**src/fc_pkg.sv**
```systemverilog
/*
  Shared widths, activation limit and the packed payload types
  passed between the decode, execute and result stages
*/
`default_nettype none

package fc_pkg;

  ////////////////////////////////////////////////////////////
  // Widths
  ////////////////////////////////////////////////////////////
  localparam int DATA_W = 8;
  localparam int PROD_W = 16;
  localparam int ACC_W  = 28;
  localparam int BIAS_W = 16;
  localparam int IDX_W  = 4;

  // Largest activation after quantization
  localparam logic [DATA_W-1:0] ACT_MAX = DATA_W'(127);

  ////////////////////////////////////////////////////////////
  // Stage payloads
  ////////////////////////////////////////////////////////////
  typedef struct packed {
    logic signed [DATA_W-1:0] feat;
    logic signed [DATA_W-1:0] weight;
    logic signed [BIAS_W-1:0] bias;   // only meaningful with last
    logic                     first;
    logic                     last;
    logic                     layer_end;
  } beat_t;

  typedef struct packed {
    logic [DATA_W-1:0][PROD_W-1:0] pp;
    logic                          neg;
    logic                          first;
    logic                          last;
    logic                          layer_end;
    logic signed [BIAS_W-1:0]      bias;
  } pp_t;

  typedef struct packed {
    logic signed [ACC_W-1:0]  sum;
    logic signed [BIAS_W-1:0] bias;
    logic                     layer_end;
  } acc_t;

  // max_idx is valid on the layer_end word
  typedef struct packed {
    logic [DATA_W-1:0] act;
    logic [IDX_W-1:0]  idx;
    logic              layer_end;
    logic [IDX_W-1:0]  max_idx;
  } result_t;

endpackage

`default_nettype wire
```
**src/fc_core.sv**
```systemverilog
/*
  Top level of the FC layer core: decode, execute and result
  stages behind a valid/ready stream on each side
*/
`timescale 1ns/1ps
`default_nettype none

module fc_core #(
  parameter int QUANT_SHIFT = 6
) (
  input  logic             clk,
  input  logic             rstn,
  input  logic             s_valid,
  output logic             s_ready,
  input  fc_pkg::beat_t    s_beat,
  output logic             m_valid,
  input  logic             m_ready,
  output fc_pkg::result_t  m_result
);

  logic          advance;
  logic          dec_valid;
  fc_pkg::pp_t   dec_pp;
  logic          acc_valid;
  fc_pkg::acc_t  acc;

  assign s_ready = advance;

  fc_mac_decode u_decode (
    .clk       (clk),
    .rstn      (rstn),
    .advance   (advance),
    .in_valid  (s_valid & advance),
    .in_beat   (s_beat),
    .dec_valid (dec_valid),
    .dec_pp    (dec_pp)
  );

  fc_mac_execute u_execute (
    .clk       (clk),
    .rstn      (rstn),
    .advance   (advance),
    .dec_valid (dec_valid),
    .dec_pp    (dec_pp),
    .acc_valid (acc_valid),
    .acc       (acc)
  );

  fc_result #(
    .QUANT_SHIFT (QUANT_SHIFT)
  ) u_result (
    .clk       (clk),
    .rstn      (rstn),
    .acc_valid (acc_valid),
    .acc       (acc),
    .m_ready   (m_ready),
    .advance   (advance),
    .m_valid   (m_valid),
    .m_result  (m_result)
  );

endmodule

`default_nettype wire

```
**src/fc_result.sv**
```systemverilog
/*
  Result stage: bias add, ReLU with saturating quantization,
  neuron index, running argmax and the output register
*/
`timescale 1ns/1ps
`default_nettype none

module fc_result #(
  parameter int QUANT_SHIFT = 6
) (
  input  logic             clk,
  input  logic             rstn,
  input  logic             acc_valid,
  input  fc_pkg::acc_t     acc,
  input  logic             m_ready,
  output logic             advance,
  output logic             m_valid,
  output fc_pkg::result_t  m_result
);

  logic signed [fc_pkg::ACC_W-1:0] bias_ext;
  logic signed [fc_pkg::ACC_W-1:0] sum_r;
  logic                            sum_v;
  logic                            sum_le;

  logic [fc_pkg::ACC_W-1:0]  shifted;
  logic [fc_pkg::DATA_W-1:0] act;
  logic [fc_pkg::IDX_W-1:0]  cnt;
  logic [fc_pkg::DATA_W-1:0] max_val;
  logic [fc_pkg::IDX_W-1:0]  max_idx_r;
  logic                      take_max;

  // Whole pipeline moves when the output word is free
  assign advance = ~m_valid | m_ready;

  ////////////////////////////////////////////////////////////
  // Bias add
  ////////////////////////////////////////////////////////////
  assign bias_ext = {{(fc_pkg::ACC_W-fc_pkg::BIAS_W){acc.bias[fc_pkg::BIAS_W-1]}}, acc.bias};

  always_ff @(posedge clk) begin
    if (!rstn) begin
      sum_v <= 1'b0;
    end else if (advance) begin
      sum_v <= acc_valid;
    end
  end

  always_ff @(posedge clk) begin
    if (advance) begin
      sum_r  <= acc.sum + bias_ext;
      sum_le <= acc.layer_end;
    end
  end

  ////////////////////////////////////////////////////////////
  // ReLU, quantize, argmax
  ////////////////////////////////////////////////////////////
  assign shifted = sum_r >> QUANT_SHIFT;

  always_comb begin
    if (sum_r[fc_pkg::ACC_W-1]) begin
      act = '0;
    end else if (shifted > fc_pkg::ACT_MAX) begin
      act = fc_pkg::ACT_MAX;
    end else begin
      act = shifted[fc_pkg::DATA_W-1:0];
    end
  end

  // Ties move the max forward, so the last equal value wins
  assign take_max = (act >= max_val);

  always_ff @(posedge clk) begin
    if (!rstn) begin
      m_valid   <= 1'b0;
      cnt       <= '0;
      max_val   <= '0;
      max_idx_r <= '0;
    end else if (advance) begin
      m_valid <= sum_v;
      if (sum_v && sum_le) begin
        cnt       <= '0;
        max_val   <= '0;
        max_idx_r <= '0;
      end else if (sum_v) begin
        cnt <= cnt + 1'b1;
        if (take_max) begin
          max_val   <= act;
          max_idx_r <= cnt;
        end
      end
    end
  end

  always_ff @(posedge clk) begin
    if (advance && sum_v) begin
      m_result.act       <= act;
      m_result.idx       <= cnt;
      m_result.layer_end <= sum_le;
      m_result.max_idx   <= take_max ? cnt : max_idx_r;
    end
  end

endmodule

`default_nettype wire

```
**src/fc_mac_execute.sv**
```systemverilog
/*
  Execute stage: two-step partial product reduction, sign
  restore and the dot product accumulator
*/
`timescale 1ns/1ps
`default_nettype none

module fc_mac_execute (
  input  logic          clk,
  input  logic          rstn,
  input  logic          advance,
  input  logic          dec_valid,
  input  fc_pkg::pp_t   dec_pp,
  output logic          acc_valid,
  output fc_pkg::acc_t  acc
);

  logic [3:0][fc_pkg::PROD_W-1:0] pair;
  logic [3:0][fc_pkg::PROD_W-1:0] pair_r;
  logic                           v1;
  logic                           neg1;
  logic                           first1;
  logic                           last1;
  logic                           le1;
  logic signed [fc_pkg::BIAS_W-1:0] bias1;

  logic [fc_pkg::PROD_W-1:0]        mag;
  logic [fc_pkg::ACC_W-1:0]         mag_ext;
  logic signed [fc_pkg::ACC_W-1:0]  prod_r;
  logic                             v2;
  logic                             first2;
  logic                             last2;
  logic                             le2;
  logic signed [fc_pkg::BIAS_W-1:0] bias2;

  logic signed [fc_pkg::ACC_W-1:0]  acc_sum;

  ////////////////////////////////////////////////////////////
  // Stage 1, partial products added in pairs
  ////////////////////////////////////////////////////////////
  always_comb begin
    for (int j = 0; j < 4; j++) begin
      pair[j] = dec_pp.pp[2*j] + dec_pp.pp[2*j+1];
    end
  end

  always_ff @(posedge clk) begin
    if (advance) begin
      pair_r <= pair;
      neg1   <= dec_pp.neg;
      first1 <= dec_pp.first;
      last1  <= dec_pp.last;
      le1    <= dec_pp.layer_end;
      bias1  <= dec_pp.bias;
    end
  end

  ////////////////////////////////////////////////////////////
  // Stage 2, final magnitude and sign
  ////////////////////////////////////////////////////////////
  // Magnitude never exceeds 128*128, so 16 bits hold it
  assign mag     = pair_r[0] + pair_r[1] + pair_r[2] + pair_r[3];
  assign mag_ext = {{(fc_pkg::ACC_W-fc_pkg::PROD_W){1'b0}}, mag};

  always_ff @(posedge clk) begin
    if (advance) begin
      prod_r <= neg1 ? (~mag_ext + 1'b1) : mag_ext;
      first2 <= first1;
      last2  <= last1;
      le2    <= le1;
      bias2  <= bias1;
    end
  end

  ////////////////////////////////////////////////////////////
  // Stage 3, accumulator
  ////////////////////////////////////////////////////////////
  always_ff @(posedge clk) begin
    if (!rstn) begin
      v1        <= 1'b0;
      v2        <= 1'b0;
      acc_valid <= 1'b0;
      acc_sum   <= '0;
    end else if (advance) begin
      v1        <= dec_valid;
      v2        <= v1;
      // Only a finished neuron goes on to the result stage
      acc_valid <= v2 & last2;
      if (v2) begin
        acc_sum <= first2 ? prod_r : acc_sum + prod_r;
      end
    end
  end

  always_ff @(posedge clk) begin
    if (advance && v2) begin
      acc.bias      <= bias2;
      acc.layer_end <= le2;
    end
  end

  assign acc.sum = acc_sum;

endmodule

`default_nettype wire

```
**src/fc_mac_decode.sv**
```systemverilog
/*
  Operand decode stage: magnitudes, product sign and the
  shifted partial products, registered with the beat flags
*/
`timescale 1ns/1ps
`default_nettype none

module fc_mac_decode (
  input  logic            clk,
  input  logic            rstn,
  input  logic            advance,
  input  logic            in_valid,
  input  fc_pkg::beat_t   in_beat,
  output logic            dec_valid,
  output fc_pkg::pp_t     dec_pp
);

  logic [fc_pkg::DATA_W-1:0]                     f_mag;
  logic [fc_pkg::DATA_W-1:0]                     w_mag;
  logic [fc_pkg::PROD_W-1:0]                     f_wide;
  logic [fc_pkg::DATA_W-1:0][fc_pkg::PROD_W-1:0] pp;

  // Two's complement magnitude, -128 maps to 8'h80
  assign f_mag = in_beat.feat[fc_pkg::DATA_W-1] ? (~in_beat.feat + 1'b1) : in_beat.feat;
  assign w_mag = in_beat.weight[fc_pkg::DATA_W-1] ? (~in_beat.weight + 1'b1) : in_beat.weight;

  assign f_wide = {{(fc_pkg::PROD_W-fc_pkg::DATA_W){1'b0}}, f_mag};

  // One row per weight bit, already aligned to its bit position
  always_comb begin
    for (int i = 0; i < fc_pkg::DATA_W; i++) begin
      pp[i] = w_mag[i] ? (f_wide << i) : '0;
    end
  end

  always_ff @(posedge clk) begin
    if (!rstn) begin
      dec_valid <= 1'b0;
    end else if (advance) begin
      dec_valid <= in_valid;
    end
  end

  always_ff @(posedge clk) begin
    if (advance) begin
      dec_pp.pp        <= pp;
      dec_pp.neg       <= in_beat.feat[fc_pkg::DATA_W-1] ^ in_beat.weight[fc_pkg::DATA_W-1];
      dec_pp.first     <= in_beat.first;
      dec_pp.last      <= in_beat.last;
      dec_pp.layer_end <= in_beat.layer_end;
      dec_pp.bias      <= in_beat.bias;
    end
  end

endmodule

`default_nettype wire

```
**config.mk**
```make
export PLATFORM = sky130hd
export DESIGN_NAME = fc_core
export DESIGN_NICKNAME = d
export VERILOG_FILES = /design/src/fc_pkg.sv /design/src/fc_core.sv /design/src/fc_result.sv /design/src/fc_mac_execute.sv /design/src/fc_mac_decode.sv
export SDC_FILE = /design/constraint.sdc
export NUM_CORES = 1
export LEC_CHECK = 0
export BUFFER_PORTS_ARGS = -buffer_cell sky130_fd_sc_hd__buf_2
export CAP_MARGIN = 20
export CORE_MARGIN = 5
export CORE_UTILIZATION = 62
export DETAILED_ROUTE_END_ITERATION = 8
export GPL_ROUTABILITY_DRIVEN = 0
export GPL_TIMING_DRIVEN = 0
export PLACE_DENSITY = 0.83
export SYNTH_ARGS = -nofsm -noshare
export SYNTH_HDL_FRONTEND = slang
export SYNTH_SLANG_ARGS = --single-unit
```
**constraint.sdc**
```tcl
create_clock -name clk -period 18.9 [get_ports clk]
set_input_delay 2.835 -clock clk [delete_from_list [all_inputs] [get_ports clk]]
set_output_delay 2.835 -clock clk [all_outputs]
set_load 0.02 [all_outputs]
```
==> results of run 1 <==
-- per-stage QoR --
| step | hold WS, ns | std cells | setup slack [ns] |
|---|---|---|---|
| 5_1_grt | 0.422 | 1695 | 11.44 |
| 3_3_place_gp | 0.401 | 1638 | 5.48 |
| 3_5_place_dp | 0.405 | 1640 | 11.57 |
| 4_1_cts | 0.416 | 1695 | 11.56 |
| 2_1_floorplan | 0.400 | 1259 | 8.31 |
| 6_report | 0.414 | 1695 | 11.57 |
-- how the worst min path moves through the flow --
stage                              startpoint                  end  slack [ns]  cells after the start
after global placement     u_execute.bias1[0]   u_execute.bias2[0]        0.40                      0
after CTS                  u_execute.bias2[6]     u_execute.acc[7]        0.42                      0
after detailed placement   u_execute.bias2[1]     u_execute.acc[2]        0.40                      0
final                      u_execute.bias1[7]   u_execute.bias2[7]        0.41                      0
after global routing      u_decode.dec_pp[14]  u_execute.bias1[14]        0.42                      0
after floorplan                 u_execute.le2     u_execute.acc[0]        0.40                      0
-- layout by cell type, fill, tap and decap left out, drive strengths merged, types with 4 or more instances in the layout --
| cell type | instances |
|---|---|
| edfxtp | 247 |
| and3 | 7 |
| o21bai | 20 |
| nor3 | 19 |
| xnor2 | 65 |
| nand2 | 69 |
| a31oi | 10 |
| clkinv | 13 |
| a211oi | 6 |
| mux2i | 4 |
| mux2 | 4 |
| xor2 | 36 |
| buf | 59 |
| nor4 | 4 |
| clkbuf | 71 |
| or3 | 7 |
| a21o | 26 |
| nand4 | 12 |
| and2 | 5 |
| a21boi | 11 |
| fa | 18 |
| a32o | 10 |
| o21a | 9 |
| o31ai | 9 |
| nor2b | 21 |
| a21oi | 80 |
| nand3 | 17 |
| inv | 87 |
| ha | 116 |
| nor2 | 130 |
| o211ai | 21 |
| dfxtp | 50 |
| o211a | 19 |
| o21ai | 36 |
| nand2b | 8 |
-- layout make-up --
class	count	area, µm²
multi-input combinational	840	6210
sequential	297	8420
clock inverter	14	119
fill	1696	7300
inverter	90	343
clock buffer	41	853
tap	324	405
timing repair buffer	57	330
buffer	32	123
-- critical path, stage by stage --
cell                       delay (ns)
sky130_fd_sc_hd__buf_2           0.09
sky130_fd_sc_hd__nor2b_1         0.09
sky130_fd_sc_hd__clkbuf_1        0.32
sky130_fd_sc_hd__clkinv_4        0.46
sky130_fd_sc_hd__buf_16          0.39
sky130_fd_sc_hd__buf_2           0.23
-- power by group through the flow --
stage / Combinational [mW] / Sequential [mW] / Clock [mW]
final: 0.423 / 0.818 / 0.574
after global routing: 0.475 / 0.822 / 0.618
after CTS: 0.422 / 0.817 / 0.585
after detailed placement: 0.414 / 0.831 / 0
after global placement: 0.396 / 0.828 / 0
after floorplan: 0.335 / 0.818 / 0
-- kinds of logic (layout without fill, tap and decap cells) --
logic type / count (synthesis) / in the layout
simple gates: 314 / 314
flops: 297 / 297
compound gates: 281 / 281
fa+ha+maj: 134 / 134
buf+inv: 122 / 234
xor+xnor: 101 / 101
mux: 8 / 8
other cells: 1 / 2
-- Yosys cell counts, types with 5 or more instances --
cell type	n	share of area (%)
sky130_fd_sc_hd__a211oi_1	6	0.30
sky130_fd_sc_hd__a21boi_0	11	0.55
sky130_fd_sc_hd__a21o_1	26	1.3
sky130_fd_sc_hd__a21oi_1	79	2.6
sky130_fd_sc_hd__a31oi_1	10	0.41
sky130_fd_sc_hd__a32o_1	10	0.66
sky130_fd_sc_hd__and2_1	5	0.21
sky130_fd_sc_hd__and3_1	7	0.29
sky130_fd_sc_hd__clkbuf_1	29	0.72
sky130_fd_sc_hd__dfxtp_1	50	6.6
sky130_fd_sc_hd__edfxtp_1	247	49
sky130_fd_sc_hd__fa_1	18	2.4
sky130_fd_sc_hd__ha_1	116	9.6
sky130_fd_sc_hd__inv_1	87	2.2
sky130_fd_sc_hd__nand2_1	69	1.7
sky130_fd_sc_hd__nand2b_1	8	0.33
sky130_fd_sc_hd__nand3_1	17	0.56
sky130_fd_sc_hd__nand4_1	12	0.50
sky130_fd_sc_hd__nor2_1	130	3.2
sky130_fd_sc_hd__nor2b_1	21	0.87
sky130_fd_sc_hd__nor3_1	18	0.60
sky130_fd_sc_hd__o211a_1	19	1.3
sky130_fd_sc_hd__o211ai_1	21	1.0
sky130_fd_sc_hd__o21a_1	9	0.45
sky130_fd_sc_hd__o21ai_0	34	1.1
sky130_fd_sc_hd__o21bai_1	20	1.0
sky130_fd_sc_hd__o31ai_1	8	0.40
sky130_fd_sc_hd__or3_1	6	0.25
sky130_fd_sc_hd__xnor2_1	65	3.8
sky130_fd_sc_hd__xor2_1	36	2.1
-- sequential cells by signal, indices dropped and copies added (netlist names), 17 cells and up --
register / count
u_execute.acc: 17
u_execute.pair_r: 40
u_decode.dec_pp: 84
u_execute.acc_sum: 28
u_result.m_result: 17
u_result.sum_r: 22
u_execute.prod_r: 27
-- layer usage --
metal | track usage [%] | part of all wire [%] | vias up | routed length [µm]
met5 | 0 | 0 | - | 0
met4 | 7.82 | 3.5 | 0 | 992
met3 | 3.05 | 4.8 | 78 | 1360
met2 | 35.7 | 50 | 265 | 14200
met1 | 25.5 | 42 | 4794 | 11800
li1 | - | - | 4776 | -
==> out/results.ini, run 1 <==
[finish]
postLayoutCellArea_um2 = 16800
final_core_utilization_pct = 69.7
synthToLayoutAreaGrowth_pct = 11.4
n_antenna_cell = 0
drive_gt1_share_pct = 9.12
nets = 1521

[global_route]
initial_antenna_violation_count = 0
grt_first_pass_wirelength_um = 46900
largest_net_degree_at_the_start_of_global_routing = 93
grt_overflow_total = 0
first_global_vias = 9920
groute.usage.overall_pct = 20.3

[clocking]
tritoncts_clock_tree = yes
clock_tree.htree_level_count = 1
worstSkewPairLatency_ns = 0.55
hold_buffers = 0
ctsLongestPathBuffers = 3
cts.reportedPaths.clkPinSlew_ns = 0.06
tritoncts.num_buffers = 30
post-cts-setup-buffers = 0
cts-root-buf = sky130_fd_sc_hd__clkbuf_16
postCtsResizedCells = 0
clock_sink_count = 297

[power_and_ir_drop]
total_switching_power_uw = 506
power_frac_clock_pct = 31.6
combinational_group_share_of_total_power_pct = 23.3
reg_power_share_pct = 45.1
cell_internal_pwr_mw = 1.31
sw_frac_of_total_pct = 27.9
pwr_density_cell_nw_per_um2 = 108
p_total_mw = 1.81
vdd_drop_max_uv = 84.8
static-leakage-power_nw = 7.16

[detailed_routing]
ant_nets = 0
route.vias.total = 9913
drt_drc_violations_left = 0
route.detailed.wl_per_inst_um = 16.7
drt_pass1_iterations = 5
routed_wl_um = 28300
drt_first_iter_violations = 693
post_drt_via_cell_ratio = 5.85

[critical_path]
crit_end = s_ready
critical_path_peak_fanout = 77
ff2ff_path_depth = 11
end_kind = output port
worst_setup_path_start_kind = input port
crit_start = m_ready
r2r_start = u_execute.pair_r[4]
worstSetupPathType = input port to output port
reg2reg_setup_slack_ns = 14.64
arrival_ns = 4.50
timing.rr.end = u_execute.prod_r[23]
critPathRequiredTime_ns = 16.07

[yosys]
syn_inst = 1258
dominant_combinational_cell_family_by_area_after_synthesis = compound AO/OA/AOI/OAI gates
synth.area.mux_share_pct = 0.564
yosys_register_bits = 297
synth.avg_cell_area_um2 = 12.0
synth-simple-area-share_pct = 9.70
postSynth.asyncResetShare_pct = 0
synth-main-ff-cell = sky130_fd_sc_hd__edfxtp_1
synthAdderAreaFrac_pct = 12.0
seq_area_frac_synth_pct = 55.8
yosys_warnings = 0
synthesis.area_um2 = 15100
synth.distinct_cells = 66
post_synth_edffs = 247
synth-compound-area-share_pct = 13.0
post_synth_xor_area_fraction_pct = 5.86

[floorplanning]
fp.coreArea_um2 = 24100
die_h_um = 166
dieArea_um2 = 27600
start_util_pct = 62.6
std_cell_rows = 57
io_pins = 58
fp.dieW_um = 166

[timing]
maxSlewHeadroom_pct = 36.0
layout_worst_path_cycle_share_pct = 38.8
timing_max_transition_violations_final = 0
clock_skew_ns = 0.00751
clock.fmax_ghz = 0.136
timing_worst_slew_pin_value_ns = 0.957
unrepaired_setup_endpoints_after_global_routing = no
final-setup-viol-count = 0
finalHoldViolCount = 0
shortest_clock_period_the_worst_path_allows_after_layout_ns = 7.33
setup_tns_ns = 0

[placement]
dpl_cell_area_um2 = 15800
port-buffer-count = 55
place_hpwl_um = 20100

[status]
run_status = finished clean

[flow_run]
max_capacitance_violation_count = 0

[hold_path]
hold_path_class = register to register

Power figures use the tool's default switching activity.
==> run 2, diff against run 1 <==
Settings changed: ABC_AREA set to 1, CORE_UTILIZATION 62 to 57, PLACE_DENSITY 0.83 to 0.8.
Clock period 18.9 ns to 6 ns, I/O delays scaled along.
==> run 2 against run 1 <==
Compared with the run above: die area grew 17%; register-to-register slack lost 12 ns; sequential cell count is the same; clock power grew to 3.5 times the previous value; wire length grew 21%; combinational power grew to 3.6 times the previous value; total power grew to 3.4 times the previous value; synthesized area grew 8.9%; setup slack lost 9.0 ns; critical endpoint is now u_execute.prod_r[22]; largest cell class unchanged; highest routed layer unchanged.
==> out/results.ini, run 2 <==
[status]
run_status = finished clean  ; unchanged

[finish]
final_core_utilization_pct = 64.1  ; was 69.7%
layout_commonest_cell = sky130_fd_sc_hd__nand2_1  ; was sky130_fd_sc_hd__edfxtp_1
largest_register_ffs = 84  ; unchanged
nets = 2047  ; was 1521
max_flop_register = u_decode.dec_pp  ; unchanged
synthToLayoutAreaGrowth_pct = 11.4  ; about the same
drive_gt1_share_pct = 7.48  ; was 9.12%
mostFrequentLayoutCells = 372 x sky130_fd_sc_hd__nand2_1, 251 x sky130_fd_sc_hd__inv_1, 247 x sky130_fd_sc_hd__edfxtp_1  ; was 247 x sky130_fd_sc_hd__edfxtp_1, 130 x sky130_fd_sc_hd__nor2_1, 116 x sky130_fd_sc_hd__ha_1
reg.largest.list = u_decode.dec_pp x84, u_execute.pair_r x40, u_execute.acc_sum x28  ; unchanged
n_antenna_cell = 0  ; unchanged

[timing]
shortest_clock_period_the_worst_path_allows_after_layout_ns = 3.41
clock.fmax_ghz = 0.293
final-setup-viol-count = 0  ; unchanged
maxSlewHeadroom_pct = 36.3  ; was 36.0%
setup_tns_ns = 0  ; unchanged
clock_skew_ns = 0.0164  ; was 0.00751 ns
finalHoldViolCount = 0  ; unchanged
final.hold.worst_slack_ns = 0.415  ; was 0.414 ns
layout_worst_path_cycle_share_pct = 56.9
timing_worst_slew_pin_value_ns = 0.955  ; was 0.957 ns
timing_max_transition_violations_final = 0  ; unchanged
unrepaired_setup_endpoints_after_global_routing = no  ; unchanged

[global_route]
groute.usage.overall_pct = 20.7  ; was 20.3%
first_global_vias = 12100  ; was 9920
grt_overflow_total = 0  ; unchanged
initial_antenna_violation_count = 0  ; unchanged
largest_net_degree_at_the_start_of_global_routing = 144  ; was 93
grt_first_pass_wirelength_um = 56200  ; was 46900 µm

[critical_path]
timing.rr.end = u_execute.prod_r[22]  ; was u_execute.prod_r[23]
reg2reg_setup_slack_ns = 2.59  ; was 14.64 ns
worst_setup_path_start_kind = register  ; was input port
crit_start = u_execute.pair_r[4]  ; was m_ready
arrival_ns = 3.70  ; was 4.50 ns
critical_path_cell_count = 12  ; was 6
path_cells = fa_1 -> ha_1 -> ha_1 -> fa_1 -> nor2_1 -> nand3_1 -> nor2_1 -> nand3_1 -> nor2_2 -> nand4_1 -> nor2_2 -> a31oi_1  ; was buf_2 -> nor2b_1 -> clkbuf_1 -> clkinv_4 -> buf_16 -> buf_2
r2r_start = u_execute.pair_r[4]  ; unchanged
cp_peak_stage_delay_ns = 0.50  ; was 0.46 ns
crit_end = u_execute.prod_r[22]  ; was s_ready
critPathRequiredTime_ns = 6.29  ; was 16.07 ns
ff2ff_path_depth = 12  ; was 11
end_kind = register  ; was output port
worstSetupPathType = register to register  ; was input port to output port
critPathSlowestCell = sky130_fd_sc_hd__fa_1  ; was sky130_fd_sc_hd__clkinv_4
crit_buf_inv = 0  ; was 5
critical_path_peak_fanout = 5  ; was 77
critical-path-top-delay-family = adder cells  ; was buffers and inverters

[detailed_routing]
route.detailed.wl_per_inst_um = 14.9  ; was 16.7 µm
ant_nets = 0  ; unchanged
drt_first_iter_violations = 835  ; was 693
drt_drc_violations_left = 0  ; unchanged
drt_pass1_iterations = 7  ; was 5
routed_wl_um = 34100  ; was 28300 µm
route.vias.total = 12400  ; was 9913
post_drt_via_cell_ratio = 5.45  ; was 5.85

[floorplanning]
fp.dieW_um = 180  ; was 166 µm
io_pins = 58  ; unchanged
fp.coreArea_um2 = 28500  ; was 24100 µm²
die_h_um = 180  ; was 166 µm
dieArea_um2 = 32300  ; was 27600 µm²
start_util_pct = 57.5  ; was 62.6%
std_cell_rows = 62  ; was 57

[clocking]
postCtsResizedCells = 0  ; unchanged
clock_sink_count = 297  ; unchanged
clock_tree.htree_level_count = 1  ; unchanged
cts.reportedPaths.clkPinSlew_ns = 0.06  ; about the same
worstSkewPairLatency_ns = 0.56  ; was 0.55 ns
cts-root-buf = sky130_fd_sc_hd__clkbuf_16  ; unchanged
post-cts-setup-buffers = 0  ; unchanged
hold_buffers = 0  ; unchanged
tritoncts.num_buffers = 30  ; unchanged
tritoncts_clock_tree = yes  ; unchanged
ctsLongestPathBuffers = 3  ; unchanged

[yosys]
syn_inst = 1785  ; was 1258
netlist.top_cell.by_area = sky130_fd_sc_hd__edfxtp_1  ; unchanged
synth.distinct_cells = 42  ; was 66
synth-main-ff-cell = sky130_fd_sc_hd__edfxtp_1  ; unchanged
yosys_register_bits = 297  ; unchanged
ys_top_cells_by_count = 372 x sky130_fd_sc_hd__nand2_1, 251 x sky130_fd_sc_hd__inv_1, 247 x sky130_fd_sc_hd__edfxtp_1  ; was 247 x sky130_fd_sc_hd__edfxtp_1, 130 x sky130_fd_sc_hd__nor2_1, 116 x sky130_fd_sc_hd__ha_1
netlist_top_cells_area = sky130_fd_sc_hd__edfxtp_1 45%, sky130_fd_sc_hd__ha_1 8.8%, sky130_fd_sc_hd__nand2_1 8.5%  ; was sky130_fd_sc_hd__edfxtp_1 49%, sky130_fd_sc_hd__ha_1 9.6%, sky130_fd_sc_hd__dfxtp_1 6.6%
postSynth.asyncResetShare_pct = 0  ; unchanged
synth_top_area_share_pct = 45.2  ; was 49.2%
synth.avg_cell_area_um2 = 9.20  ; was 12.0 µm²
yosys_warnings = 0  ; unchanged
synthesis.area_um2 = 16400  ; was 15100 µm²
post_synth_edffs = 247  ; unchanged
seq_area_frac_synth_pct = 51.3  ; was 55.8%
synth_most_common_cell = sky130_fd_sc_hd__nand2_1  ; was sky130_fd_sc_hd__edfxtp_1

[power_and_ir_drop]
p_total_mw = 6.09  ; was 1.81 mW
static-leakage-power_nw = 8.49  ; was 7.16 nW
pwr_density_cell_nw_per_um2 = 333  ; was 108 nW/µm²
vdd_drop_max_uv = 232  ; was 84.8 µV

[hold_path]
hold_path_class = register to register  ; unchanged
min_path_cells = 0  ; unchanged
hold_path_startpoint = u_decode.dec_pp[54]  ; was u_execute.bias1[7]

[flow_run]
max_capacitance_violation_count = 0  ; unchanged

[placement]
port-buffer-count = 55  ; unchanged
place_hpwl_um = 25400  ; was 20100 µm

==> run 2: cell count changes in the layout (fill, tap and decap cells not counted), sizes merged, moves of 45 or more <==
cell,change
nand3,+84
nand2,+309
inv,+169
xnor2,-45
a21oi,+66
nor2,+74
==> run 2: worst min path at each step <==
stage	end	slack, ns
2_1_floorplan	u_execute.acc[0]	0.40
3_3_place_gp	u_execute.bias2[15]	0.40
3_5_place_dp	u_execute.acc[16]	0.40
4_1_cts	u_execute.first2	0.42
5_1_grt	u_execute.bias2[5]	0.43
6_report	u_execute.pair_r[18]	0.41
==> run 2: logic make-up (layout without fill, tap and decap cells) <==
group,Yosys count,in the layout,share of synthesized area (%)
AO/OA/AOI/OAI,265,265,8.71
flip-flops,297,297,51.3
adder cells (fa/ha/maj),134,134,11.0
buffers and inverters,281,393,6.48
XOR/XNOR,73,73,3.89
AND/OR/NAND/NOR,734,734,18.6
other,1,2,0.0228
==> run 2: through the flow <==
| step | setup WS [ns] | instances | area, µm² |
|---|---|---|---|
| after floorplan | 1.21 | 1786 | 16400 |
| final | 2.59 | 2282 | 18300 |
| after detailed placement | 2.58 | 2226 | 17200 |
| after global routing | 2.39 | 2282 | 18300 |
| after global placement | -0.341 | 2225 | 17200 |
| after CTS | 2.59 | 2282 | 18300 |
==> run 2: layer usage <==
metal / wire length, µm / vias to the layer above / track usage, %
li1: - / 6146 / -
met1: 13600 / 5721 / 25.1
met2: 16600 / 434 / 36.2
met3: 2140 / 135 / 3.31
met4: 1860 / 0 / 10.1
met5: 0 / - / 0
==> run 2: power by group <==
part           internal [mW]  switching (mW)  leakage, nW
logic                  0.538           0.988         4.88
clock network           1.23           0.764        0.520
registers               2.47          0.0986         3.08
==> run 2: worst reg2reg max path, cell delays in order (launching register included) <==
cell and delay [ns]:
sky130_fd_sc_hd__edfxtp_1 0.41, sky130_fd_sc_hd__fa_1 0.50, sky130_fd_sc_hd__ha_1 0.30, sky130_fd_sc_hd__ha_1 0.29, sky130_fd_sc_hd__fa_1 0.50, sky130_fd_sc_hd__nor2_1 0.13, sky130_fd_sc_hd__nand3_1 0.13, sky130_fd_sc_hd__nor2_1 0.13
sky130_fd_sc_hd__nand3_1 0.12, sky130_fd_sc_hd__nor2_2 0.15, sky130_fd_sc_hd__nand4_1 0.15, sky130_fd_sc_hd__nor2_2 0.22, sky130_fd_sc_hd__a31oi_1 0.12
==> run 2: layout make-up <==
cell class	count	area, µm²
fillers	2272	10300
clock buffers	39	836
inverters	261	992
multi-input cells	1208	6950
repair buffers	56	303
flip-flops and latches	297	8420
plain buffers	20	85.1
clock inverters	17	235
well taps	384	480
